## src/hdl/idu_pkg.sv

```systemverilog
// decode stage shared types
package idu_pkg;

    typedef logic [4:0] reg_idx_t;

    // major opcode field, inst[6:0]
    localparam logic [6:0] opc_lui    = 7'b0110111;
    localparam logic [6:0] opc_auipc  = 7'b0010111;
    localparam logic [6:0] opc_jal    = 7'b1101111;
    localparam logic [6:0] opc_jalr   = 7'b1100111;
    localparam logic [6:0] opc_branch = 7'b1100011;
    localparam logic [6:0] opc_load   = 7'b0000011;
    localparam logic [6:0] opc_store  = 7'b0100011;
    localparam logic [6:0] opc_imm    = 7'b0010011;
    localparam logic [6:0] opc_reg    = 7'b0110011;

    // decoded instruction, op_none for anything not supported
    typedef enum logic [5:0] {
        op_none,
        op_lui, op_auipc, op_jal, op_jalr,
        // branches
        op_beq, op_bne, op_blt, op_bge, op_bltu, op_bgeu,
        // loads
        op_lb, op_lh, op_lw, op_ld, op_lbu, op_lhu, op_lwu,
        // stores
        op_sb, op_sh, op_sw, op_sd,
        // register-immediate
        op_addi, op_slti, op_sltiu, op_xori, op_ori, op_andi,
        op_slli, op_srli, op_srai,
        // register-register
        op_add, op_sub, op_sll, op_slt, op_sltu,
        op_xor, op_srl, op_or, op_and
    } op_e;

    // execute stage ALU function select
    typedef enum logic [3:0] {
        alu_add  = 4'd0,
        alu_sub  = 4'd1,
        alu_slt  = 4'd2,
        alu_sltu = 4'd3,
        alu_and  = 4'd4,
        alu_or   = 4'd6,
        alu_xor  = 4'd7,
        alu_sll  = 4'd8,
        alu_srl  = 4'd9,
        alu_sra  = 4'd10    // only srai uses this
    } alu_mode_e;

endpackage

```

## src/hdl/decode_if.sv

```systemverilog
// decoded instruction fields
interface decode_if import idu_pkg::*; #(
    parameter int xlen = 64
) ();

    op_e             op;
    reg_idx_t        rd;
    reg_idx_t        rs1;
    reg_idx_t        rs2;
    logic [xlen-1:0] imm_i;    // all immediates sign-extended
    logic [xlen-1:0] imm_s;
    logic [xlen-1:0] imm_u;
    logic [xlen-1:0] imm_j;
    logic [5:0]      shamt;

    modport decoder (output op, rd, rs1, rs2, imm_i, imm_s, imm_u, imm_j, shamt);

    modport hazard (input op, rs1, rs2);

    modport operands (input op, rs1, rs2, imm_i, imm_s, imm_u, imm_j, shamt);

endinterface

```

## src/hdl/inst_decoder.sv

```systemverilog
// instruction classify and field extract
module inst_decoder import idu_pkg::*; #(
    parameter int xlen = 64
) (
    input  logic [31:0] held_inst,
    decode_if.decoder   dec,
    output logic        wen
);

    localparam int sh_w = $clog2(xlen);
    // funct bits above the shift amount, 010000 on rv64
    localparam logic [11-sh_w:0] hi_srai = {2'b01, {(10 - sh_w){1'b0}}};

    op_e               op;
    logic [6:0]        opc;
    logic [2:0]        f3;
    logic [6:0]        f7;
    logic [11-sh_w:0]  shift_hi;

    assign opc      = held_inst[6:0];
    assign f3       = held_inst[14:12];
    assign f7       = held_inst[31:25];
    assign shift_hi = held_inst[31:20+sh_w];

    always_comb begin
        op = op_none;
        case (opc)
            opc_lui:    op = op_lui;
            opc_auipc:  op = op_auipc;
            opc_jal:    op = op_jal;
            opc_jalr:   if (f3 == 3'b000) op = op_jalr;
            opc_branch: case (f3)
                3'b000:  op = op_beq;
                3'b001:  op = op_bne;
                3'b100:  op = op_blt;
                3'b101:  op = op_bge;
                3'b110:  op = op_bltu;
                3'b111:  op = op_bgeu;
                default: op = op_none;
            endcase
            opc_load: case (f3)
                3'b000:  op = op_lb;
                3'b001:  op = op_lh;
                3'b010:  op = op_lw;
                3'b011:  op = op_ld;
                3'b100:  op = op_lbu;
                3'b101:  op = op_lhu;
                3'b110:  op = op_lwu;
                default: op = op_none;
            endcase
            opc_store: case (f3)
                3'b000:  op = op_sb;
                3'b001:  op = op_sh;
                3'b010:  op = op_sw;
                3'b011:  op = op_sd;
                default: op = op_none;
            endcase
            opc_imm: case (f3)
                3'b000: op = op_addi;
                3'b010: op = op_slti;
                3'b011: op = op_sltiu;
                3'b100: op = op_xori;
                3'b110: op = op_ori;
                3'b111: op = op_andi;
                3'b001: if (shift_hi == '0) op = op_slli;
                default: begin    // f3 101, logical or arithmetic right
                    if (shift_hi == '0) op = op_srli;
                    else if (shift_hi == hi_srai) op = op_srai;
                end
            endcase
            opc_reg: case ({f7, f3})
                10'b0000000_000: op = op_add;
                10'b0100000_000: op = op_sub;
                10'b0000000_001: op = op_sll;
                10'b0000000_010: op = op_slt;
                10'b0000000_011: op = op_sltu;
                10'b0000000_100: op = op_xor;
                10'b0000000_101: op = op_srl;
                10'b0000000_110: op = op_or;
                10'b0000000_111: op = op_and;
                default:         op = op_none;
            endcase
            default: op = op_none;
        endcase
    end

    assign dec.op    = op;
    assign dec.rd    = held_inst[11:7];
    assign dec.rs1   = held_inst[19:15];
    assign dec.rs2   = held_inst[24:20];
    assign dec.shamt = 6'(held_inst[20 +: sh_w]);

    assign dec.imm_i = xlen'($signed(held_inst[31:20]));
    assign dec.imm_s = xlen'($signed({held_inst[31:25], held_inst[11:7]}));
    assign dec.imm_u = xlen'($signed({held_inst[31:12], 12'b0}));
    assign dec.imm_j = xlen'($signed({held_inst[31], held_inst[19:12], held_inst[20],
                                      held_inst[30:21], 1'b0}));

    // no register result for branches, stores or unknown encodings
    assign wen = !(op inside {op_none, op_beq, op_bne, op_blt, op_bge, op_bltu, op_bgeu,
                              op_sb, op_sh, op_sw, op_sd});

endmodule

```

## src/flat_wrapper.sv

```systemverilog
// flat-port wrapper written by rule: the top's interface ports become plain ports
module inst_decoder_flat import idu_pkg::*;
#(
    parameter int xlen = 64
)
  (held_inst, wen, dec_op, dec_rd, dec_rs1, dec_rs2, dec_imm_i, dec_imm_s, dec_imm_u, dec_imm_j, dec_shamt);
  decode_if #(.xlen(xlen)) dec_i ();
  input  logic [31:0] held_inst;
  output logic wen;
  output wire logic [$bits(dec_i.op)-1:0] dec_op;
  output wire logic [$bits(dec_i.rd)-1:0] dec_rd;
  output wire logic [$bits(dec_i.rs1)-1:0] dec_rs1;
  output wire logic [$bits(dec_i.rs2)-1:0] dec_rs2;
  output wire logic [$bits(dec_i.imm_i)-1:0] dec_imm_i;
  output wire logic [$bits(dec_i.imm_s)-1:0] dec_imm_s;
  output wire logic [$bits(dec_i.imm_u)-1:0] dec_imm_u;
  output wire logic [$bits(dec_i.imm_j)-1:0] dec_imm_j;
  output wire logic [$bits(dec_i.shamt)-1:0] dec_shamt;
  assign dec_op = dec_i.op;
  assign dec_rd = dec_i.rd;
  assign dec_rs1 = dec_i.rs1;
  assign dec_rs2 = dec_i.rs2;
  assign dec_imm_i = dec_i.imm_i;
  assign dec_imm_s = dec_i.imm_s;
  assign dec_imm_u = dec_i.imm_u;
  assign dec_imm_j = dec_i.imm_j;
  assign dec_shamt = dec_i.shamt;
  inst_decoder #(.xlen(xlen)) u_core (.held_inst(held_inst), .dec(dec_i), .wen(wen));
endmodule
```

## config.mk

```make
export PLATFORM = sky130hd
export DESIGN_NAME = inst_decoder_flat
export DESIGN_NICKNAME = d
export VERILOG_FILES = /design/src/hdl/idu_pkg.sv /design/src/hdl/decode_if.sv /design/src/hdl/inst_decoder.sv /design/src/flat_wrapper.sv
export SDC_FILE = /design/constraint.sdc
export NUM_CORES = 1
export LEC_CHECK = 0
export BUFFER_PORTS_ARGS = -buffer_cell sky130_fd_sc_hd__buf_2
export CAP_MARGIN = 10
export CORE_AREA = 2 2 122 124
export DETAILED_ROUTE_END_ITERATION = 6
export DIE_AREA = 0 0 124 126
export GPL_ROUTABILITY_DRIVEN = 0
export PLACE_DENSITY = 0.6
export SYNTH_ARGS = -nofsm -noshare
export SYNTH_HDL_FRONTEND = slang
export SYNTH_SLANG_ARGS = --single-unit
```

## constraint.sdc

```tcl
create_clock -name vclk -period 3.05
set_input_delay 0.61 -clock vclk [all_inputs]
set_output_delay 0.61 -clock vclk [all_outputs]
set_load 0.03 [all_outputs]
```

==> out/qor.yml <==
logic_synthesis:
  synth_top_area_frac: 0.750
  synthTopCellsByArea: "buf_4 (75%), nor2_1 (1.5%), o21ai_0 (1.4%)"
  yosysTopAreaCell: "buf_4"
  syn_area_sq_mm: 0.00280
  synth_cells: 379
  synth.yosys.seq_area_share: 0
  synth.avg_cell_area_sq_um: 7.39
  yosysWarnings: 0
  synth.distinct_cells: 50
timing:
  layout_setup_ws_ns: 0.0997
  tightest_slew_ns: 0.523
  min_period_over_period: 0.967
  fmax_mhz: 339
  setup_viol: 0
  maxSlewHeadroom: 0.652
  finalCriticalPeriod_ns: 2.95
  drv_slew: 0
  hold_violations: 0
  setup_tns_ns: 0
final_layout:
  fin_nets: 409
  multi_input_area_sq_um: 768
  seq_area_sq_um: 0
  num-clock-buffers: 0
  n_antenna_cell: 0
  flops_and_latches: 0
  drive_above_1_share: 0.789
  area_growth_pct: -11.2
  fillers: 1633
  fin_util: 0.174
setup_path:
  critPathMaxFanout: 9
  slowest_delay_ns: 0.35
  path_class: "input pin to output pin"
  crit_path_frequent_cell: "buf_6"
  cp.arrival_ns: 2.34
  worstPathRequired_ns: 2.44
  crit_chain: "buf_6 > nor2b_4 > or3_1 > a32o_2 > a211oi_4 > a21oi_2 > o211ai_1 > a2bb2oi_2 > buf_6"
  cp_slowest_cell: "or3_1"
  end_kind: "output pin"
  start_kind: "input pin"
power:
  intPower_mw: 0.157
  p_seq_frac: 0
  ir_drop_mv: 0.0875
  netSwitchingFraction: 0.744
  p_per_area_mw_per_mm2: 247
  clkPwrFrac: 0
  switching_power_mw: 0.458
  comb_power_share: 1.000
  cellLeakagePower_nw: 1.42
worst_hold_path:
  min_path_cells: 0
  holdPathEnd: "dec_imm_s[3]"
  hp-class: "input pin to output pin"
  worstHoldStart: "held_inst[10]"
placed_design:
  io_buffers: 238
  pre_cts_ws_ns: -0.0721
  dp_hpwl_mm: 4.52
detailed_routing:
  drc_errors: 0
  wl_per_cell_um: 9.35
  first_pass_iters: 4
  vias: 1870
  drt_iter0_drc: 68
  via_per_inst: 3.35
  ant_nets: 0
  totalWireLength_mm: 5.23
global_route:
  grt_usage: 0.0509
  grt_pass1_vias: 1189
  grt_pass1_wl_mm: 6.51
  antenna_found_initial: 1
  grt_max_degree: 128
  overflow: 0
floorplanning:
  dieArea_sq_mm: 0.0156
  die_h_um: 126
  die_x_um: 124
  core_area_sq_mm: 0.0143
  start_util: 0.196
  ios: 316
  num_rows: 44
run_status:
  outcome: "finished, final reports clean"
clock_tree:
  holdBufCountCts: 0
job:
  drv_cap: 0
logic make-up (layout without fill, tap and decap cells):
group | after synthesis | after routing | synth area share
mux | 1 | 1 | 0.00357
simple gates | 54 | 54 | 0.128
buf+inv | 289 | 273 | 0.769
other cells | 1 | 13 | 0.00134
compound gates | 31 | 31 | 0.0889
xor+xnor | 3 | 3 | 0.00938
per-layer routing:
metal / vias to the layer above / share of wire / track usage
met4: 2 / 0.020 / 0.0112
li1: 927 / - / -
met1: 783 / 0.36 / 0.0611
met5: - / 0.0025 / 0
met3: 16 / 0.13 / 0.0168
met2: 142 / 0.49 / 0.0876
metrics by stage:
step | cell area (sq um) | hold WS, ns | power [mW] | instances
detailed placement | 2370 | 1.22 | 0.606 | 557
global placement | 2370 | 1.22 | 0.605 | 557
CTS | 2380 | 1.22 | 0.609 | 557
global route | 2490 | 1.22 | 0.656 | 559
floorplan | 2850 | 1.35 | 0.742 | 391
finish | 2490 | 1.22 | 0.615 | 559
Yosys cell counts (2+ instances only):
cell type    n
a21o_1       2
and4_4       2
xnor2_1      2
or2_2        3
nor4bb_1     2
nand3_1      4
nand2_1      3
buf_4      280
nand2b_1     3
buf_2        3
nor2_1      11
nor3_1       5
o211ai_1     2
o21ai_0      8
a32o_1       2
nor2b_1      4
buf_6        2
and4_1       2
nand4_1      2
nand3b_1     2
inv_1        3
nor3b_1      2
a21oi_1      3
cells in the final DEF, fill, tap and decap left out, types with 2 or more instances in the layout:
| cell | Yosys | layout |
|---|---|---|
| buf_2 | 3 | 233 |
| nand3_1 | 4 | 4 |
| buf_6 | 2 | 6 |
| buf_4 | 280 | 30 |
| nand4_1 | 2 | 2 |
| o21ai_0 | 8 | 7 |
| or2_2 | 3 | 3 |
| nand2_1 | 3 | 3 |
| nor4bb_1 | 2 | 2 |
| o211ai_1 | 2 | 2 |
| a21oi_2 | 0 | 2 |
| and4_1 | 2 | 2 |
| nand2b_1 | 3 | 3 |
| and4_4 | 2 | 2 |
| a21o_1 | 2 | 2 |
| nor2b_1 | 4 | 3 |
| nor2_1 | 11 | 11 |
| nor3_1 | 5 | 4 |
| nand3b_1 | 2 | 2 |
| a221oi_2 | 1 | 2 |
| conb_1 | 1 | 13 |
| inv_1 | 3 | 3 |
| xnor2_1 | 2 | 2 |
critical path: cells and delay by family:
kind | cells | cell delay [ns]
AND/OR/NAND/NOR | 2 | 0.47
buffers and inverters | 2 | 0.25
AO/OA/AOI/OAI | 5 | 1.00
worst max path at each step:
stage               slack (ns)   to     startpoint  depth (start not counted)
floorplan                 0.04  wen   held_inst[2]                          9
global placement         -0.09  wen   held_inst[5]                          9
detailed placement       -0.07  wen   held_inst[5]                          8
CTS                      0.006  wen   held_inst[5]                          9
global route            -0.009  wen  held_inst[13]                          9
finish                     0.1  wen   held_inst[5]                          9
final cells by class:
| cell class | instances | area share |
|---|---|---|
| inverters | 3 | 0.00452 |
| repair buffers | 270 | 0.594 |
| multi-input cells | 102 | 0.309 |
| well taps | 184 | 0.0925 |
power groups by stage:
| stage | registers [mW] | logic, mW | clock network, mW |
|---|---|---|---|
| after floorplan | 0 | 0.742 | 0 |
| after global placement | 0 | 0.605 | 0 |
| after detailed placement | 0 | 0.606 | 0 |
| after CTS | 0 | 0.609 | 0 |
| after global routing | 0 | 0.656 | 0 |
| final | 0 | 0.615 | 0 |
timing repair:
item / CTS / global route
pin swaps: 1 / 14
resized for setup: 3 / 24
endpoints found under the setup margin: 1 / 1
buffers inserted: 0 / 2
(Power assumes the default switching activity.)
