### src/hdl/idu_pkg.sv
// decode stage shared types
package idu_pkg;

    typedef logic [4:0] reg_idx_t;

    // major opcode field, inst[6:0]
    localparam logic [6:0] opc_lui    = 7'b0110111;
    localparam logic [6:0] opc_auipc  = 7'b0010111;
    localparam logic [6:0] opc_jal    = 7'b1101111;
    localparam logic [6:0] opc_jalr   = 7'b1100111;
    localparam logic [6:0] opc_branch = 7'b1100011;
    localparam logic [6:0] opc_load   = 7'b0000011;
    localparam logic [6:0] opc_store  = 7'b0100011;
    localparam logic [6:0] opc_imm    = 7'b0010011;
    localparam logic [6:0] opc_reg    = 7'b0110011;

    // decoded instruction, op_none for anything not supported
    typedef enum logic [5:0] {
        op_none,
        op_lui, op_auipc, op_jal, op_jalr,
        // branches
        op_beq, op_bne, op_blt, op_bge, op_bltu, op_bgeu,
        // loads
        op_lb, op_lh, op_lw, op_ld, op_lbu, op_lhu, op_lwu,
        // stores
        op_sb, op_sh, op_sw, op_sd,
        // register-immediate
        op_addi, op_slti, op_sltiu, op_xori, op_ori, op_andi,
        op_slli, op_srli, op_srai,
        // register-register
        op_add, op_sub, op_sll, op_slt, op_sltu,
        op_xor, op_srl, op_or, op_and
    } op_e;

    // execute stage ALU function select
    typedef enum logic [3:0] {
        alu_add  = 4'd0,
        alu_sub  = 4'd1,
        alu_slt  = 4'd2,
        alu_sltu = 4'd3,
        alu_and  = 4'd4,
        alu_or   = 4'd6,
        alu_xor  = 4'd7,
        alu_sll  = 4'd8,
        alu_srl  = 4'd9,
        alu_sra  = 4'd10    // only srai uses this
    } alu_mode_e;

endpackage

### src/hdl/decode_if.sv
// decoded instruction fields
interface decode_if import idu_pkg::*; #(
    parameter int xlen = 64
) ();

    op_e             op;
    reg_idx_t        rd;
    reg_idx_t        rs1;
    reg_idx_t        rs2;
    logic [xlen-1:0] imm_i;    // all immediates sign-extended
    logic [xlen-1:0] imm_s;
    logic [xlen-1:0] imm_u;
    logic [xlen-1:0] imm_j;
    logic [5:0]      shamt;

    modport decoder (output op, rd, rs1, rs2, imm_i, imm_s, imm_u, imm_j, shamt);

    modport hazard (input op, rs1, rs2);

    modport operands (input op, rs1, rs2, imm_i, imm_s, imm_u, imm_j, shamt);

endinterface

### src/hdl/hazard_check.sv
// source register busy check
module hazard_check import idu_pkg::*; (
    input  logic        clk,
    input  logic        rst,
    decode_if.hazard    dec,
    input  logic [31:0] gpr_busy,
    output logic        stall
);

    logic need_rs1;
    logic need_rs2;

    // rs1 is an operand for everything except the pc and upper-immediate forms
    assign need_rs1 = !(dec.op inside {op_none, op_lui, op_auipc, op_jal});

    // stores need rs2 for their data even though the ALU ignores it
    assign need_rs2 = dec.op inside {
        op_add, op_sub, op_sll, op_slt, op_sltu, op_xor, op_srl, op_or, op_and,
        op_beq, op_bne, op_blt, op_bge, op_bltu, op_bgeu,
        op_sb, op_sh, op_sw, op_sd
    };

    assign stall = (need_rs1 && gpr_busy[dec.rs1]) ||
                   (need_rs2 && gpr_busy[dec.rs2]);

    // an empty or unknown slot must never block fetch
    a_no_stall_none: assert property (@(posedge clk) disable iff (rst)
        (dec.op == op_none) |-> !stall)
        else $error("stall raised for op_none");

endmodule

### src/flat_wrapper.sv
// flat-port wrapper written by rule: the top's interface ports become plain ports
module hazard_check_flat import idu_pkg::*;
  (clk, rst, gpr_busy, stall, dec_op, dec_rs1, dec_rs2);
  decode_if dec_i ();
  input  logic clk;
  input  logic rst;
  input  logic [31:0] gpr_busy;
  output logic stall;
  input wire logic [$bits(dec_i.op)-1:0] dec_op;
  input wire logic [$bits(dec_i.rs1)-1:0] dec_rs1;
  input wire logic [$bits(dec_i.rs2)-1:0] dec_rs2;
  assign dec_i.op = dec_op;
  assign dec_i.rs1 = dec_rs1;
  assign dec_i.rs2 = dec_rs2;
  hazard_check u_core (.clk(clk), .rst(rst), .dec(dec_i), .gpr_busy(gpr_busy), .stall(stall));
endmodule
### config.mk
export PLATFORM = sky130hd
export DESIGN_NAME = hazard_check_flat
export DESIGN_NICKNAME = d
export VERILOG_FILES = /design/src/hdl/idu_pkg.sv /design/src/hdl/decode_if.sv /design/src/hdl/hazard_check.sv /design/src/flat_wrapper.sv
export SDC_FILE = /design/constraint.sdc
export NUM_CORES = 1
export LEC_CHECK = 0
export BUFFER_PORTS_ARGS = -buffer_cell sky130_fd_sc_hd__clkbuf_2
export CAP_MARGIN = 0
export CORE_MARGIN = 3
export CORE_UTILIZATION = 46
export DETAILED_ROUTE_END_ITERATION = 7
export PLACE_DENSITY_LB_ADDON = 0.3
export SETUP_SLACK_MARGIN = 0.15
export SLEW_MARGIN = 25
export SYNTH_ARGS = -nofsm -noshare
export SYNTH_HDL_FRONTEND = slang
export SYNTH_SLANG_ARGS = --single-unit
### constraint.sdc
create_clock -name vclk -period 5.5
set_input_delay 1.375 -clock vclk [all_inputs]
set_output_delay 1.375 -clock vclk [all_outputs]
set_load 0.01 [all_outputs]
==> results of run 1 <==
## kinds of logic after synthesis
logic type / count (synthesis) / share of synthesized area (%)
compound gates: 20 / 19.24
buf+inv: 7 / 6.896
mux: 28 / 53.90
simple gates: 25 / 19.97
## path summary, 6_finish.rpt
path | from | end | slack [ns] | cells past startpoint
worst min-delay path | dec_rs1[4] | stall | 3.11 | 4
worst max-delay path | dec_rs2[1] | stall | 1.35 | 7
## cell usage after synthesis (all sizes together), types with 2 or more instances
master   n  area, µm²
a211oi   2      15.01
nand2    5      18.77
buf      5      40.04
nand2b   3      18.77
o21ai    4      20.02
a21oi    5      25.02
mux2i   21      210.2
nand3    6      30.03
mux4     7      161.4
nor2     2      7.510
nor2b    3      18.77
a22oi    5      37.54
## stage by stage
stage | hold WS, ns | instances | power [mW]
after global routing | 3.132 | 138 | 0.07495
after floorplan | 2.922 | 80 | 0.04171
after global placement | 3.101 | 138 | 0.06597
after CTS | 3.107 | 138 | 0.06834
after detailed placement | 3.106 | 138 | 0.06811
final | 3.108 | 138 | 0.06842
## worst max-delay path: stages
cell and delay [ns]:
sky130_fd_sc_hd__clkbuf_2 0.41, sky130_fd_sc_hd__mux2i_1 0.16, sky130_fd_sc_hd__a211oi_1 0.27, sky130_fd_sc_hd__nand3_1 0.10, sky130_fd_sc_hd__and4_1 0.19, sky130_fd_sc_hd__o21ai_1 0.12
sky130_fd_sc_hd__clkbuf_2 0.14
## where the power goes
part | internal [mW] | total, mW | switching (mW)
Combinational | 0.0370 | 0.0684 | 0.0314
Clock | 0 | 0 | 0
Sequential | 0 | 0 | 0
Total | 0.0370 | 0.0684 | 0.0314
## layer usage
layer,wire (µm),share of wire (%)
met5,0,0
met4,0,0
met3,148,7.5
met2,1066,54
met1,766,39
## area by class of cell
type / count / area share [%]
inverter: 1 / 0.4127
multi-input combinational: 73 / 70.56
timing repair buffer: 49 / 26.96
tap: 15 / 2.063
==> reports/qor.log, run 1 <==
qor: finish.area_growth_synth_to_finish 31.94%
qor: global_route.grt_overflow 0
qor: global_route.grt_busiest_layer met2
qor: finish.n_fill_cell 116
qor: floorplan.initial_utilization 51.07%
qor: routing.vias 832
qor: placement.dp_worst_setup_slack 1.353 ns
qor: global_route.antenna_found_initial 0
qor: synthesis.netlist_area 689.4 µm²
qor: routing.drt-vias-per-instance 6.029
qor: finish.nClkBuffers 0
qor: finish.regArea 0 µm²
qor: floorplan.ioPinCount 51
qor: timing.timing.fmax 240.8 MHz
qor: placement.hpwlAfterDp 1751 µm
qor: finish.most_frequent_cells_in_the_layout sky130_fd_sc_hd__clkbuf_2, sky130_fd_sc_hd__mux2i_1, sky130_fd_sc_hd__nand3_1, sky130_fd_sc_hd__mux4_2
qor: run_status.status finished, final reports clean
qor: timing.slew_worst_pin 0.5098 ns
qor: synthesis.synth.avg_cell_area 8.618 µm²
qor: timing.min_period 4.152 ns
qor: floorplan.rows 13
qor: global_route.met3_usage 0.7968%
qor: placement.port-buffer-count 49
qor: timing.timing_hold_violations_final 0
qor: routing.violation_count_after_the_first_detailed_routing_iteration 10
qor: worst_hold_path.hold_path.class input port to output pin
qor: global_route.grt.met2_usage 38.68%
qor: timing.post-route-period-util 75.49%
qor: critical_path.setup.worst_path.start_class input port
qor: clock_tree.ctsResizeCount 0
qor: pwr.power_per_standard_cell_area 75.22 nW/µm²
qor: critical_path.crit_fanout 16
qor: critical_path.worst_ep_arrival_time 2.78 ns
qor: job.maxCapViolations 0
qor: global_route.grt_pass1_vias 772
qor: clock_tree.cts_hold_buffers 0
qor: global_route.use_met1 24.57%
qor: floorplan.floorplan.die.height 44.72 µm
qor: critical_path.critical_path_class input port to output pin
qor: global_route.grt_start_max_net_pins 17
qor: routing.drc_errors 0
qor: finish.antenna_cells_inserted 0
qor: placement.post_dp_cell_area 909.6 µm²
qor: finish.utilization 67.38%
qor: synthesis.yosysWarnings 0
qor: timing.final_max_slew_viol_count 0
qor: timing.finalSetupViolCount 0
qor: timing.layout_setup_ws 1.348 ns
qor: finish.final_layout_size_suffix_gt1_share 45.53%
qor: clock_tree.post-cts-setup-buffers 0
qor: synthesis.synthesis.instances 80
qor: routing.drt-pass1-iter-count 4
qor: floorplan.overall_die_area 1999 µm²
qor: synthesis.synth.net_count 130
qor: timing.accumulated_negative_setup_slack 0 ns
qor: pwr.ir_drop 0.03894 mV
qor: routing.wl_per_cell 14.36 µm
qor: routing.antenna_violating_nets_post_route 0
qor: critical_path.data_required_time_at_the_worst_endpoint 4.12 ns
qor: floorplan.placeableCoreArea 1350 µm²
qor: finish.multi_input_area 641.9 µm²
qor: finish.stdcell_area 909.6 µm²
qor: global_route.first_pass_grt_wire_length 3146 µm
qor: synthesis.synth-seq-area-share 0%
qor: timing.rsz0062_at_grt false
qor: routing.finalWirelength 1982 µm
qor: pwr.leakage 0.4565 nW
qor: global_route.grt_use_total 19.85%
qor: timing.timing.max_slew.rel_slack 66.01%
qor: finish.layout.nets 175
qor: finish.final_common_cell sky130_fd_sc_hd__clkbuf_2
qor: synthesis.count_of_different_cell_masters_after_synthesis 28
qor: placement.placer_congestion_estimate 0.8516
qor: finish.seq_cell_count 0
qor: floorplan.die_w 44.72 µm
qor: critical_path.endpoint_kind output pin
No activity file was read; power rests on OpenSTA's default activity.
==> run 2, diff against run 1 <==
Settings changed: CORE_UTILIZATION 46 to 43.
Clock period 5.5 ns to 4.2 ns, I/O delays scaled along.
==> run 2 against run 1 <==
  * Utilization fell by 2.4 points
  * Final cell count did not move
  * Global-route usage fell by 1.8 points
  * Combinational power rose by 31%
  * Critical path type unchanged
  * Critical endpoint unchanged
  * Final area did not move
  * Worst setup slack got worse by 0.66 ns
  * Wire length rose by 1.7%
  * Hold slack got worse by 0.65 ns
  * Sequential cell count did not move
==> reports/qor.log, run 2 (same netlist as run 1, synthesis figures left out) <==
qor: run_status.status finished, final reports clean
qor: worst_hold_path.worstHoldStart dec_rs1[4]
qor: critical_path.critical_path.slowest_cell sky130_fd_sc_hd__clkbuf_2
qor: routing.violation_count_after_the_first_detailed_routing_iteration 10
qor: global_route.antenna_found_initial 0
qor: global_route.first_pass_grt_wire_length 2960 µm
qor: finish.antenna_cells_inserted 0
qor: global_route.grt_overflow 0
qor: routing.vias 840
qor: finish.utilization 65.03%
qor: routing.drt-pass1-iter-count 4
qor: critical_path.endpoint_kind output pin
qor: clock_tree.post-cts-setup-buffers 0
qor: placement.port-buffer-count 49
qor: timing.post-route-period-util 83.62%
qor: timing.finalSetupViolCount 0
qor: routing.finalWirelength 2015 µm
qor: timing.timing_hold_violations_final 0
qor: placement.placer_congestion_estimate 0.8616
qor: finish.final_layout_size_suffix_gt1_share 45.53%
qor: finish.seq_cell_count 0
qor: timing.timing.max_slew.rel_slack 65.63%
qor: floorplan.initial_utilization 49.28%
qor: floorplan.overall_die_area 2120 µm²
qor: critical_path.critical_path_class input port to output pin
qor: finish.nClkBuffers 0
qor: critical_path.setup.worst_path.start_class input port
qor: routing.drc_errors 0
qor: pwr.leakage 0.4565 nW
qor: routing.drt-vias-per-instance 6.087
qor: finish.stdcell_area 909.6 µm²
qor: finish.layout.nets 175
qor: critical_path.slowest_delay 0.41 ns
qor: global_route.grt_use_total 18.08%
qor: routing.wl_per_cell 14.60 µm
qor: timing.accumulated_negative_setup_slack 0 ns
qor: timing.min_period 3.512 ns
qor: timing.rsz0062_at_grt false
qor: timing.final_max_slew_viol_count 0
qor: timing.timing.fmax 284.7 MHz
qor: critical_path.cp_common_cell sky130_fd_sc_hd__clkbuf_2
qor: floorplan.rows 13
qor: clock_tree.cts_hold_buffers 0
qor: worst_hold_path.holdPathEnd stall
qor: timing.slew_worst_pin 0.5156 ns
qor: finish.most_frequent_cells_in_the_layout sky130_fd_sc_hd__clkbuf_2, sky130_fd_sc_hd__mux2i_1, sky130_fd_sc_hd__nand3_1, sky130_fd_sc_hd__mux4_2
qor: job.maxCapViolations 0
qor: finish.final_common_cell sky130_fd_sc_hd__clkbuf_2
qor: critical_path.cp.buffers_inverters 2
qor: global_route.grt_pass1_vias 726
qor: routing.antenna_violating_nets_post_route 0
qor: floorplan.ioPinCount 51
qor: placement.post_dp_cell_area 909.6 µm²
qor: pwr.power_per_standard_cell_area 98.32 nW/µm²
qor: timing.layout_setup_ws 0.6881 ns
qor: floorplan.placeableCoreArea 1399 µm²
qor: critical_path.path_delay_family buffers and inverters
qor: floorplan.floorplan.die.height 46.04 µm
qor: critical_path.worst_ep_arrival_time 2.46 ns
qor: worst_hold_path.hold_path.class input port to output pin
qor: floorplan.die_w 46.04 µm
qor: critical_path.data_required_time_at_the_worst_endpoint 3.15 ns
qor: finish.area_growth_synth_to_finish 31.94%
qor: placement.dp_worst_setup_slack 0.6872 ns
qor: critical_path.cp_cell_sequence clkbuf_2, mux2i_1, a211oi_1, nand3_1, and4_1, o21ai_1, clkbuf_2
qor: pwr.ir_drop 0.04698 mV
qor: clock_tree.ctsResizeCount 0
qor: global_route.grt_start_max_net_pins 17
qor: worst_hold_path.worst_hold_path.num_cells 4
qor: finish.regArea 0 µm²
qor: critical_path.crit_fanout 16
run 2: worst max-delay path by stage:
stage	cells after the start	to	start	slack [ns]
finish	7	stall	dec_rs2[1]	0.69
global placement	7	stall	dec_rs1[1]	0.70
global route	7	stall	dec_rs2[1]	0.64
CTS	7	stall	dec_rs1[1]	0.70
detailed placement	7	stall	dec_rs2[1]	0.69
floorplan	6	stall	dec_rs1[0]	1.01
run 2: per-stage QoR:
| stage | power [mW] | cells | hold WS [ns] |
|---|---|---|---|
| 2_1_floorplan | 0.05462 | 80 | 2.272 |
| 3_3_place_gp | 0.08650 | 138 | 2.452 |
| 3_5_place_dp | 0.08922 | 138 | 2.456 |
| 4_1_cts | 0.08935 | 138 | 2.457 |
| 5_1_grt | 0.09779 | 138 | 2.473 |
| 6_report | 0.08943 | 138 | 2.456 |
run 2: routing by layer:
metal | vias to the layer above | GRT usage (%) | wire (µm)
met4 | 0 | 0 | 6
li1 | 416 | - | -
met1 | 393 | 23.70 | 844
met5 | - | 0 | 0
met2 | 29 | 34.62 | 1073
met3 | 2 | 0 | 91
run 2: layout make-up:
cell class | instances | area, µm²
fillers | 133 | 489.2
inverters | 1 | 3.754
multi-input cells | 73 | 641.9
well taps | 15 | 18.77
repair buffers | 49 | 245.2
run 2: power breakdown:
| group | internal (mW) | switching (mW) | total [mW] |
|---|---|---|---|
| logic | 0.0484 | 0.0410 | 0.0894 |
| registers | 0 | 0 | 0 |
| clock network | 0 | 0 | 0 |
| total | 0.0484 | 0.0410 | 0.0894 |
