--- src/hdl/idu_pkg.sv ---
// decode stage shared types
package idu_pkg;

    typedef logic [4:0] reg_idx_t;

    // major opcode field, inst[6:0]
    localparam logic [6:0] opc_lui    = 7'b0110111;
    localparam logic [6:0] opc_auipc  = 7'b0010111;
    localparam logic [6:0] opc_jal    = 7'b1101111;
    localparam logic [6:0] opc_jalr   = 7'b1100111;
    localparam logic [6:0] opc_branch = 7'b1100011;
    localparam logic [6:0] opc_load   = 7'b0000011;
    localparam logic [6:0] opc_store  = 7'b0100011;
    localparam logic [6:0] opc_imm    = 7'b0010011;
    localparam logic [6:0] opc_reg    = 7'b0110011;

    // decoded instruction, op_none for anything not supported
    typedef enum logic [5:0] {
        op_none,
        op_lui, op_auipc, op_jal, op_jalr,
        // branches
        op_beq, op_bne, op_blt, op_bge, op_bltu, op_bgeu,
        // loads
        op_lb, op_lh, op_lw, op_ld, op_lbu, op_lhu, op_lwu,
        // stores
        op_sb, op_sh, op_sw, op_sd,
        // register-immediate
        op_addi, op_slti, op_sltiu, op_xori, op_ori, op_andi,
        op_slli, op_srli, op_srai,
        // register-register
        op_add, op_sub, op_sll, op_slt, op_sltu,
        op_xor, op_srl, op_or, op_and
    } op_e;

    // execute stage ALU function select
    typedef enum logic [3:0] {
        alu_add  = 4'd0,
        alu_sub  = 4'd1,
        alu_slt  = 4'd2,
        alu_sltu = 4'd3,
        alu_and  = 4'd4,
        alu_or   = 4'd6,
        alu_xor  = 4'd7,
        alu_sll  = 4'd8,
        alu_srl  = 4'd9,
        alu_sra  = 4'd10    // only srai uses this
    } alu_mode_e;

endpackage

--- src/hdl/id_latch.sv ---
// decode stage input register
module id_latch import idu_pkg::*; #(
    parameter int xlen = 64
) (
    input  logic            clk,
    input  logic            rst,
    input  logic            valid_if_id,
    input  logic [xlen-1:0] pc_if_id,
    input  logic [31:0]     inst_if_id,
    input  logic            stall,
    output logic            held_valid,
    output logic [xlen-1:0] held_pc,
    output logic [31:0]     held_inst,
    output logic            ready_if_id,
    output logic            valid_id_ex,
    output logic [xlen-1:0] pc_id_ex,
    output logic [31:0]     inst_id_ex
);

    logic [31:0] inst_q;

    always_ff @(posedge clk) begin
        if (rst) begin
            held_valid <= 1'b0;
        end else if (!stall) begin
            held_valid <= valid_if_id;
        end
    end

    always_ff @(posedge clk) begin
        if (!stall) begin
            held_pc <= pc_if_id;
            inst_q  <= inst_if_id;
        end
    end

    assign held_inst   = held_valid ? inst_q : 32'b0;    // empty stage decodes as op_none
    assign ready_if_id = !stall;
    assign valid_id_ex = held_valid && !stall;
    assign pc_id_ex    = stall ? '0 : held_pc;
    assign inst_id_ex  = stall ? 32'b0 : inst_q;

    // the scoreboard stall must freeze the register across the edge
    a_hold_on_stall: assert property (@(posedge clk) disable iff (rst)
        stall |=> $stable(held_pc))
        else $error("held_pc changed while stalled");

endmodule

--- config.mk ---
export PLATFORM = sky130hd
export DESIGN_NAME = id_latch
export DESIGN_NICKNAME = d
export VERILOG_FILES = /design/src/hdl/idu_pkg.sv /design/src/hdl/id_latch.sv
export SDC_FILE = /design/constraint.sdc
export NUM_CORES = 1
export LEC_CHECK = 0
export ABC_CLOCK_PERIOD_IN_PS = 8200
export BUFFER_PORTS_ARGS = -buffer_cell sky130_fd_sc_hd__buf_2
export CORE_AREA = 2 2 114 116
export DETAILED_ROUTE_END_ITERATION = 8
export DIE_AREA = 0 0 116 118
export PLACE_DENSITY = 0.63
export SETUP_SLACK_MARGIN = 0.05
export SYNTH_ARGS = -nofsm -noshare
export SYNTH_HDL_FRONTEND = slang
export SYNTH_SLANG_ARGS = --single-unit
--- constraint.sdc ---
create_clock -name clk -period 8.2 [get_ports clk]
set_input_delay 2.05 -clock clk [delete_from_list [all_inputs] [get_ports clk]]
set_output_delay 2.05 -clock clk [all_outputs]
set_load 0.02 [all_outputs]
==> key figures, run 1 <==
Status
  – Outcome: completed

Pwr
  – Switching power: 327 uW
  – PD cells: 219 nW/um^2
  – Sw Ratio: 25.9%
  – Leak: 0.00271 uW
  – Flop pwr share: 48.4%
  – Internal power: 935 uW
  – Logic pwr share: 16.8%
  – Clock power frac: 34.8%
  – Worst VDD drop: 0.118 mV

Worst setup path
  – WP data required: 6.15 ns
  – Crit-path cells: buf_4 -> buf_4 -> nor2b_1 -> buf_2
  – Crit-path max cell delay: 0.55 ns
  – R2R cell count: 2
  – CP dominant cell by count: buf_4
  – Internal reg-to-reg setup slack: 6.96 ns
  – WP buf/inv: 3
  – Crit path DAT: 3.34 ns
  – Critical Path Source Type: input port
  – CP max stage cell: buf_4
  – Setup CP Type: in2out
  – Critical R2R Launch: held_valid
  – Worst path depth: 4
  – Setup crit end kind: output port
  – Largest fanout on the critical path: 53
  – Top cell family by delay on the critical path: buffers and inverters
  – Worst R2R End: held_valid

Place
  – Detail Placement HPWL: 7800 um
  – Gpl congestion: 0.796
  – Pre-CTS setup slack: 2.77 ns
  – Count of buffers from port buffering: 294

Final layout
  – Most common cell after layout, fill and taps aside: buf_2
  – Final nets: 636
  – Commonest cells after routing, fill and taps aside: 293 x buf_2, 96 x edfxtp_1, 89 x nor2b_1
  – Layout area overhead: 50.5%
  – Number of fill cells in the layout: 1134
  – Share of cells above drive strength 1: 58.8%

GRT
  – Vias in the first global route: 2793
  – First-pass GRT wire length: 14700 um
  – Largest net degree at the start of global routing: 54
  – GR Overflow Total: 0
  – Tot GR Track Use: 14.2%
  – Initial antenna violation count: 1

STA
  – Endpoints failing hold: 0
  – RSZ-0062 raised after global routing: no
  – Slew at the pin closest to its max-slew limit: 0.886 ns
  – Slew Viols, Final: 0
  – Final setup margin: 2.81 ns
  – Period minus WS final: 5.39 ns
  – Slew margin rel.: 40.8%
  – Final setup violation count: 0
  – Setup TNS: 0 ns
  – Max Clock Skew: 0 ns
  – Fmax achieved: 186 MHz
  – Final Cycle Share: 65.7%

Route
  – Vias per std cell: 4.06
  – Detailed Routing Iterations Pass 1: 4
  – ANT nets after route: 0
  – Initial DRC Count: 108
  – Vias: 2902
  – WL/cell: 14.1 um
  – # DRC: 0
  – Drt total wl: 10100 um

Clock network
  – Clock Path Buffers: 2
  – H-tree depth: 3
  – Clock root cell: clkbuf_16
  – Cts bufs inserted: 9
  – Post-CTS setup buffers: 0
  – Insertion delay to the later sink of the worst-skew pair: 0.32 ns
  – Cts repair resizes: 0
  – CTS clk-pin slew, worst paths: 0.06 ns
  – TritonCTS clock tree: done
  – Hold Buf Count CTS: 0
  – Clk sinks: 97

Die
  – Core ar.: 12400 sq um
  – Row cnt: 41
  – Ports: 295
  – DIE AREA: 13700 sq um
  – Die width: 116 um
  – Starting Density: 30.9%
  – Die H: 118 um

Job
  – Max Cap Viol: 0

Logic synthesis
  – Synth warn: 0
  – Fraction of the yosys area taken by sequential cells: 75.7%
  – Syn Nets: 343
  – Synthesized area: 3830 sq um
  – Netlist cell types: 11
  – Flops & latches, synth: 97
  – Syn avg cell area: 15.8 sq um
  – Synth Instances: 243

Min path
  – Hold EP: held_valid
  – Hold Path Stages: 2
  – Hold WC Path Type: reg2reg
  – Min-delay src: held_valid
metrics by stage:
stage	instance area [sq um]	util, %	hold WS, ns	power (uW)	std cells
floorplan	3830	-	0.639	744	243
global placement	5450	43.9	0.920	832	697
detailed placement	5450	43.9	0.953	836	697
CTS	5770	46.5	0.960	1280	713
global route	5770	46.5	1.04	1320	713
finish	5770	46.5	0.959	1260	714
final cells by class:
class | instances | area [sq um] | share of cell area [%]
Timing Repair Buffer | 296 | 1490 | 25.8
Multi-Input combinational cell | 131 | 841 | 14.6
Clock inverter | 5 | 80.1 | 1.39
Antenna cell | 1 | 2.50 | 0.0434
Clock buffer | 11 | 233 | 4.03
Inverter | 1 | 6.26 | 0.108
Tap cell | 172 | 215 | 3.73
Sequential cell | 97 | 2900 | 50.3
worst max path at each step:
| stage | end | startpoint | slack (ns) |
|---|---|---|---|
| final | inst_id_ex[28] | stall | 2.81 |
| after global routing | inst_id_ex[28] | stall | 2.67 |
| after CTS | pc_id_ex[10] | stall | 2.80 |
| after detailed placement | pc_id_ex[3] | stall | 2.77 |
| after global placement | pc_id_ex[7] | stall | 2.85 |
| after floorplan | ready_if_id | stall | 1.84 |
layer usage:
metal,vias to the layer above,global-route usage (%),share of wire [%]
met5,-,0,0
li1,1406,-,-
met1,1324,15.4,38
met2,155,24.8,51
met3,17,5.36,8.7
met4,0,5.36,1.9
power groups by stage:
stage / sequential, uW / clock [uW] / combinational (uW)
after global routing: 615 / 475 / 226
after CTS: 611 / 454 / 215
after floorplan: 648 / 0 / 95.5
after detailed placement: 621 / 0 / 215
final: 610 / 440 / 212
after global placement: 620 / 0 / 212
flip-flops by register name (all words and copies together), names as in the netlist:
name / cells
held_valid: 1
inst_q: 32
held_pc: 64
worst reg2reg max path, delay by kind of cell (launching register included):
kind	cells	cell delay, ns
flops	1	0.90
simple gates	1	0.11
mux	1	0.17
Yosys cell counts:
cell type / number / share of area, %
edfxtp_1: 96 / 75
nor2b_1: 89 / 15
and2_1: 32 / 5.2
buf_2: 8 / 1.0
nor2b_2: 8 / 1.8
buf_6: 3 / 0.88
clkbuf_1: 3 / 0.29
dfxtp_1: 1 / 0.52
inv_1: 1 / 0.098
mux2i_1: 1 / 0.26
nor2_1: 1 / 0.098
cells by family after synthesis:
group / share of synthesized area [%]
buf+inv: 2.32
flops: 75.7
mux: 0.261
simple gates: 21.7
No activity file was read; power rests on OpenSTA's default activity.
==> run 2, diff against run 1 <==
--- a/config.mk
+++ b/config.mk
@@ -5,12 +5,13 @@
 export SDC_FILE = /design/constraint.sdc
 export NUM_CORES = 1
 export LEC_CHECK = 0
-export ABC_CLOCK_PERIOD_IN_PS = 8200
+export ABC_AREA = 1
+export ABC_CLOCK_PERIOD_IN_PS = 5000
 export BUFFER_PORTS_ARGS = -buffer_cell sky130_fd_sc_hd__buf_2
-export CORE_AREA = 2 2 114 116
+export CORE_AREA = 2 2 116 118
 export DETAILED_ROUTE_END_ITERATION = 8
-export DIE_AREA = 0 0 116 118
-export PLACE_DENSITY = 0.63
+export DIE_AREA = 0 0 118 120
+export PLACE_DENSITY = 0.62
 export SETUP_SLACK_MARGIN = 0.05
 export SYNTH_ARGS = -nofsm -noshare
 export SYNTH_HDL_FRONTEND = slang
==> constraint.sdc (replaced) <==
create_clock -name clk -period 5 [get_ports clk]
set_input_delay 1.25 -clock clk [delete_from_list [all_inputs] [get_ports clk]]
set_output_delay 1.25 -clock clk [all_outputs]
set_load 0.02 [all_outputs]
==> run 2 against run 1 <==
  * Register-to-register slack got worse by 3.4 ns
  * Clock skew did not move
  * Sequential cell count is the same
  * Clock-buffer cell count shrank 1
  * Total power is 57% higher
  * Setup slack got worse by 1.4 ns
  * Critical path depth shrank 1
  * Sequential power grew 66%
  * Non-clock buffer count is the same
==> key figures, run 2 <==
Logic synthesis
  – Post-synth top cells: 131 x inv_1, 99 x nor2_1, 96 x edfxtp_1 (was 96 x edfxtp_1, 89 x nor2b_1, 32 x and2_1)
  – Flops & latches, synth: 97 (unchanged)
  – Number of flops mapped to enable cells by yosys: 96 (unchanged)
  – Most common cell in the netlist: inv_1 (was edfxtp_1)
  – Synth warn: 0 (unchanged)
  – Largest area contributor in the netlist: edfxtp_1 (unchanged)
  – Dominant cells by area after synthesis: edfxtp_1 72%, inv_1 12%, nor2_1 9.3% (was edfxtp_1 75%, nor2b_1 15%, and2_1 5.2%)
  – Top-area cell type share of the netlist area: 72.3% (was 75.2%)
  – Syn avg cell area: 10.6 sq um (was 15.8 sq um)
  – Synthesized area: 3990 sq um (was 3830 sq um)
  – Ys flop type: edfxtp_1 (unchanged)
  – Post-synth ARST share: 0% (unchanged)
  – Synth Instances: 376 (was 243)
  – Syn Nets: 476 (was 343)
  – Fraction of the yosys area taken by sequential cells: 72.8% (was 75.7%)
  – Netlist cell types: 8 (was 11)

GRT
  – Largest net degree at the start of global routing: 101 (was 54)
  – Vias in the first global route: 3165 (was 2793)
  – Tot GR Track Use: 14.4% (was 14.2%)
  – GR Overflow Total: 0 (unchanged)
  – First-pass GRT wire length: 15700 um (was 14700 um)
  – Initial antenna violation count: 0 (was 1)

Pwr
  – PD cells: 339 nW/um^2 (was 219 nW/um^2)
  – Clock power frac: 31.0% (was 34.8%)
  – Worst VDD drop: 0.160 mV (was 0.118 mV)
  – Sw Ratio: 28.4% (was 25.9%)
  – Switching power: 565 uW (was 327 uW)
  – Logic pwr share: 18.3% (was 16.8%)
  – Flop pwr share: 50.7% (was 48.4%)
  – Internal power: 1420 uW (was 935 uW)
  – Leak: 0.00342 uW (was 0.00271 uW)

STA
  – Max Clock Skew: 0 ns (unchanged)
  – Setup TNS: 0 ns (unchanged)
  – Final setup margin: 1.40 ns (was 2.81 ns)
  – Slew at the pin closest to its max-slew limit: 1.06 ns (was 0.886 ns)
  – Endpoints failing hold: 0 (unchanged)
  – Slew Viols, Final: 0 (unchanged)
  – Final Cycle Share: 72.0%
  – RSZ-0062 raised after global routing: no (unchanged)
  – Final setup violation count: 0 (unchanged)
  – Slew margin rel.: 29.4% (was 40.8%)
  – Fmax achieved: 278 MHz
  – Period minus WS final: 3.60 ns

Worst setup path
  – Worst setup path start: stall (unchanged)
  – WP data required: 3.75 ns (was 6.15 ns)
  – Critical R2R Launch: held_valid (unchanged)
  – R2R cell count: 4 (was 2)
  – Internal reg-to-reg setup slack: 3.55 ns (was 6.96 ns)
  – Crit path DAT: 2.35 ns (was 3.34 ns)
  – Largest fanout on the critical path: 100 (was 53)
  – Critical Path Source Type: input port (unchanged)
  – Setup CP Type: in2out (unchanged)
  – Setup crit end kind: output port (unchanged)
  – Worst R2R End: held_valid (unchanged)

Min path
  – Hold EP: held_valid (unchanged)
  – Hold Path Stages: 4 (was 2)
  – Hold WC Path Type: reg2reg (unchanged)
  – Min-delay src: held_valid (unchanged)

Die
  – Ports: 295 (unchanged)
  – Starting Density: 30.7% (was 30.9%)
  – Die width: 118 um (was 116 um)
  – Row cnt: 42 (was 41)
  – Die H: 120 um (was 118 um)
  – DIE AREA: 14200 sq um (was 13700 sq um)
  – Core ar.: 13000 sq um (was 12400 sq um)

Route
  – Vias per std cell: 3.96 (was 4.06)
  – # DRC: 0 (unchanged)
  – Vias: 3355 (was 2902)
  – Detailed Routing Iterations Pass 1: 4 (unchanged)
  – WL/cell: 12.4 um (was 14.1 um)
  – Initial DRC Count: 113 (was 108)
  – Drt total wl: 10500 um (was 10100 um)
  – ANT nets after route: 0 (unchanged)

Final layout
  – Max reg flops: 64 (unchanged)
  – Commonest cells after routing, fill and taps aside: 293 x buf_2, 130 x inv_1, 99 x nor2_1 (was 293 x buf_2, 96 x edfxtp_1, 89 x nor2b_1)
  – Biggest register: held_pc (unchanged)
  – Final core occ: 45.2% (was 46.5%)
  – Post-route cell area: 5870 sq um (was 5770 sq um)
  – Final nets: 768 (was 636)
  – Number of fill cells in the layout: 1269 (was 1134)
  – Inserted Diodes: 0 (was 1)
  – Layout area overhead: 47.1% (was 50.5%)
  – Area of the multi-input gates: 499 sq um (was 841 sq um)
  – Share of cells above drive strength 1: 46.1% (was 58.8%)
  – Most common cell after layout, fill and taps aside: buf_2 (unchanged)
  – Storage cell area: 2900 sq um (unchanged)
  – Biggest regs: held_pc (64), inst_q (32), held_valid (1) (unchanged)

Place
  – Area of placed instances: 5610 sq um (was 5450 sq um)
  – Pre-CTS setup slack: 1.40 ns (was 2.77 ns)
  – Gpl congestion: 0.835 (was 0.796)
  – Detail Placement HPWL: 8050 um (was 7800 um)
  – Count of buffers from port buffering: 294 (unchanged)

Clock network
  – Cts bufs inserted: 9 (unchanged)
  – Clock Path Buffers: 2 (unchanged)
  – CTS clk-pin slew, worst paths: 0.06 ns (about the same)
  – H-tree depth: 3 (unchanged)
  – Clk sinks: 97 (unchanged)
  – Post-CTS setup buffers: 0 (unchanged)
  – Clock root cell: clkbuf_16 (unchanged)
  – Hold Buf Count CTS: 0 (unchanged)
  – Insertion delay to the later sink of the worst-skew pair: 0.33 ns (was 0.32 ns)
  – Cts repair resizes: 0 (unchanged)
  – TritonCTS clock tree: done (unchanged)

Status
  – Outcome: completed (unchanged)

Job
  – Max Cap Viol: 0 (unchanged)
[run 2: area by class of cell]
class	count	share of cell area, %
Sequential cell	97	49.5
Timing Repair Buffer	296	25.4
Multi-Input combinational cell	133	8.51
Inverter	131	8.42
Clock buffer	10	3.90
Tap cell	176	3.75
Clock inverter	5	0.576
[run 2: cells by family after synthesis]
kind of cell | share of synthesized area (%)
buf+inv | 14.7
simple gates | 12.5
flops | 72.8
[run 2: metrics by stage]
stage | instances | total power, uW | hold slack (ns)
CTS | 848 | 2020 | 1.04
global route | 848 | 2080 | 1.06
detailed placement | 833 | 1390 | 1.03
global placement | 833 | 1390 | 0.993
finish | 848 | 1990 | 1.04
floorplan | 376 | 1240 | 0.743
[run 2: worst max-delay path by stage]
stage                     cells past startpoint      endpoint  slack, ns
final                                         3  pc_id_ex[38]       1.40
after global routing                          3  pc_id_ex[63]       1.26
after CTS                                     3  pc_id_ex[63]       1.40
after detailed placement                      3  pc_id_ex[38]       1.40
after global placement                        3  pc_id_ex[63]       1.46
after floorplan                               3   ready_if_id       0.24
[run 2: power by group through the flow]
stage	Combinational (uW)	Clock [uW]	Sequential, uW
6_report	364	615	1010
5_1_grt	393	669	1020
4_1_cts	368	639	1010
3_5_place_dp	368	0	1020
3_3_place_gp	363	0	1020
2_1_floorplan	168	0	1070
[run 2: critical path: stages]
cell,delay [ns]
buf_4,0.71
nor2_1,0.14
buf_2,0.20
[run 2: per-layer routing]
metal	routed length, um	track usage [%]
met5	0	0
met2	5190	24.7
met4	212	6.78
met1	4190	16.7
met3	922	4.13
==> run 3, diff against run 2 <==
--- a/config.mk
+++ b/config.mk
@@ -6,7 +6,7 @@
 export NUM_CORES = 1
 export LEC_CHECK = 0
 export ABC_AREA = 1
-export ABC_CLOCK_PERIOD_IN_PS = 5000
+export ABC_CLOCK_PERIOD_IN_PS = 3500
 export BUFFER_PORTS_ARGS = -buffer_cell sky130_fd_sc_hd__buf_2
 export CORE_AREA = 2 2 116 118
 export DETAILED_ROUTE_END_ITERATION = 8
==> constraint.sdc (replaced) <==
create_clock -name clk -period 3.5 [get_ports clk]
set_input_delay 0.875 -clock clk [delete_from_list [all_inputs] [get_ports clk]]
set_output_delay 0.875 -clock clk [all_outputs]
set_load 0.02 [all_outputs]
==> run 3 against run 2 <==
  * Utilization increased by 0.36 points
  * Total power is 46% higher
  * Sequential power grew 43%
  * Hold slack got worse by 0.33 ns
  * Critical path depth up 1
  * Register-to-register slack worse by 1.2 ns
  * Clock skew is the same
  * Wire length increased by 1.5%
  * Clock power up 52%
  * Setup slack lost 0.49 ns
==> key figures, run 3 (same netlist as run 2, synthesis figures left out) <==
Status
  – Outcome: completed (unchanged)

STA
  – Slew at the pin closest to its max-slew limit: 0.625 ns (was 1.06 ns)
  – RSZ-0062 raised after global routing: no (unchanged)
  – Setup TNS: 0 ns (unchanged)
  – Final Cycle Share: 74.0%
  – Hold slack: 0.707 ns (was 1.04 ns)
  – Max Clock Skew: 0 ns (unchanged)
  – Slew margin rel.: 58.3% (was 29.4%)
  – Period minus WS final: 2.59 ns
  – Endpoints failing hold: 0 (unchanged)
  – Final setup margin: 0.909 ns (was 1.40 ns)
  – Final setup violation count: 0 (unchanged)
  – Fmax achieved: 386 MHz
  – Slew Viols, Final: 0 (unchanged)

Pwr
  – Sw Ratio: 27.5% (was 28.4%)
  – Leak: 0.00344 uW (was 0.00342 uW)
  – Flop pwr share: 49.6% (was 50.7%)
  – Worst VDD drop: 0.262 mV (was 0.160 mV)
  – PD cells: 490 nW/um^2 (was 339 nW/um^2)
  – Switching power: 796 uW (was 565 uW)
  – Logic pwr share: 18.2% (was 18.3%)
  – Clock power frac: 32.2% (was 31.0%)
  – Internal power: 2100 uW (was 1420 uW)

Worst setup path
  – R2R cell count: 4 (unchanged)
  – Critical Path Source Type: input port (unchanged)
  – Crit path DAT: 1.72 ns (was 2.35 ns)
  – Largest fanout on the critical path: 100 (unchanged)
  – WP data required: 2.62 ns (was 3.75 ns)
  – Critical R2R Launch: held_valid (unchanged)
  – Internal reg-to-reg setup slack: 2.40 ns (was 3.55 ns)
  – Setup crit end kind: output port (unchanged)
  – Worst R2R End: held_valid (unchanged)
  – Setup CP Type: in2out (unchanged)

Route
  – Detailed Routing Iterations Pass 1: 4 (unchanged)
  – # DRC: 0 (unchanged)
  – ANT nets after route: 0 (unchanged)
  – WL/cell: 12.6 um (was 12.4 um)
  – Vias: 3376 (was 3355)
  – Drt total wl: 10700 um (was 10500 um)
  – Vias per std cell: 3.98 (was 3.96)
  – Initial DRC Count: 94 (was 113)

GRT
  – First-pass GRT wire length: 16000 um (was 15700 um)
  – Vias in the first global route: 3150 (was 3165)
  – Tot GR Track Use: 14.6% (was 14.4%)
  – Initial antenna violation count: 0 (unchanged)
  – GR Overflow Total: 0 (unchanged)
  – Largest net degree at the start of global routing: 101 (unchanged)

Clock network
  – CTS clk-pin slew, worst paths: 0.06 ns (about the same)
  – H-tree depth: 3 (unchanged)
  – Hold Buf Count CTS: 0 (unchanged)
  – TritonCTS clock tree: done (unchanged)
  – Cts bufs inserted: 9 (unchanged)
  – Cts repair resizes: 0 (unchanged)
  – Clock Path Buffers: 2 (unchanged)
  – Clock root cell: clkbuf_16 (unchanged)
  – Post-CTS setup buffers: 0 (unchanged)
  – Insertion delay to the later sink of the worst-skew pair: 0.33 ns (about the same)
  – Clk sinks: 97 (unchanged)

Die
  – DIE AREA: 14200 sq um (unchanged)
  – Die width: 118 um (unchanged)
  – Row cnt: 42 (unchanged)
  – Die H: 120 um (unchanged)
  – Ports: 295 (unchanged)
  – Starting Density: 30.7% (unchanged)
  – Core ar.: 13000 sq um (unchanged)

Final layout
  – Post-route cell area: 5910 sq um (was 5870 sq um)
  – Share of cells above drive strength 1: 46.1% (unchanged)
  – Commonest cells after routing, fill and taps aside: 293 x buf_2, 130 x inv_1, 99 x nor2_1 (unchanged)
  – Area of the multi-input gates: 499 sq um (unchanged)
  – Max reg flops: 64 (unchanged)
  – Inserted Diodes: 0 (unchanged)
  – Biggest regs: held_pc (64), inst_q (32), held_valid (1) (unchanged)
  – Storage cell area: 2900 sq um (unchanged)
  – Biggest register: held_pc (unchanged)
  – Number of fill cells in the layout: 1272 (was 1269)
  – Final nets: 769 (was 768)
  – Most common cell after layout, fill and taps aside: buf_2 (unchanged)
  – Layout area overhead: 48.3% (was 47.1%)

Place
  – Count of buffers from port buffering: 294 (unchanged)
  – Gpl congestion: 0.834 (was 0.835)
  – Pre-CTS setup slack: 0.889 ns (was 1.40 ns)
  – Detail Placement HPWL: 8180 um (was 8050 um)
  – Area of placed instances: 5640 sq um (was 5610 sq um)

Job
  – Max Cap Viol: 0 (unchanged)

Min path
  – Hold EP: held_pc[43] (was held_valid)
  – Hold WC Path Type: in2reg (was reg2reg)
  – Min-delay src: pc_if_id[43] (was held_valid)
  – Hold Path Stages: 1 (was 4)
run 3: area by class of cell:
| class | count | share of cell area, % |
|---|---|---|
| clock buffers | 10 | 3.87 |
| clock inverters | 4 | 0.783 |
| inverters | 131 | 8.38 |
| multi-input cells | 133 | 8.44 |
| flip-flops and latches | 97 | 49.1 |
| well taps | 176 | 3.72 |
| repair buffers | 297 | 25.7 |
run 3: critical path: stages:
cell and delay [ns]:
buf_4 0.09, buf_12 0.33, clkinvlp_4 0.22, buf_2 0.19
run 3: power by group through the flow:
stage | clock network, uW | logic [uW] | registers, uW
final | 933 | 529 | 1440
after global routing | 1020 | 570 | 1450
after CTS | 969 | 535 | 1440
after detailed placement | 0 | 534 | 1460
after global placement | 0 | 529 | 1460
after floorplan | 0 | 241 | 1520
run 3: stage by stage:
stage | utilization [%] | std cells | power, uW
3_3_place_gp | 43.4 | 834 | 1990
3_5_place_dp | 43.4 | 834 | 2000
5_1_grt | 45.6 | 848 | 3030
6_report | 45.6 | 848 | 2900
2_1_floorplan | - | 376 | 1770
4_1_cts | 45.6 | 848 | 2940
run 3: worst max path at each step:
stage,startpoint,end,slack (ns)
floorplan,stall,ready_if_id,0.27
global placement,stall,ready_if_id,0.93
detailed placement,stall,ready_if_id,0.89
CTS,held_valid,held_inst[2],0.86
global route,held_valid,held_inst[4],0.78
finish,stall,ready_if_id,0.91
run 3: metal layers:
layer  track usage [%]  routed length [um]  up-vias
li1                  -                   -     1669
met1              16.4                4130     1536
met2              24.9                5520      155
met3              4.37                 769       16
met4              7.68                 244        0
met5                 0                   0        -
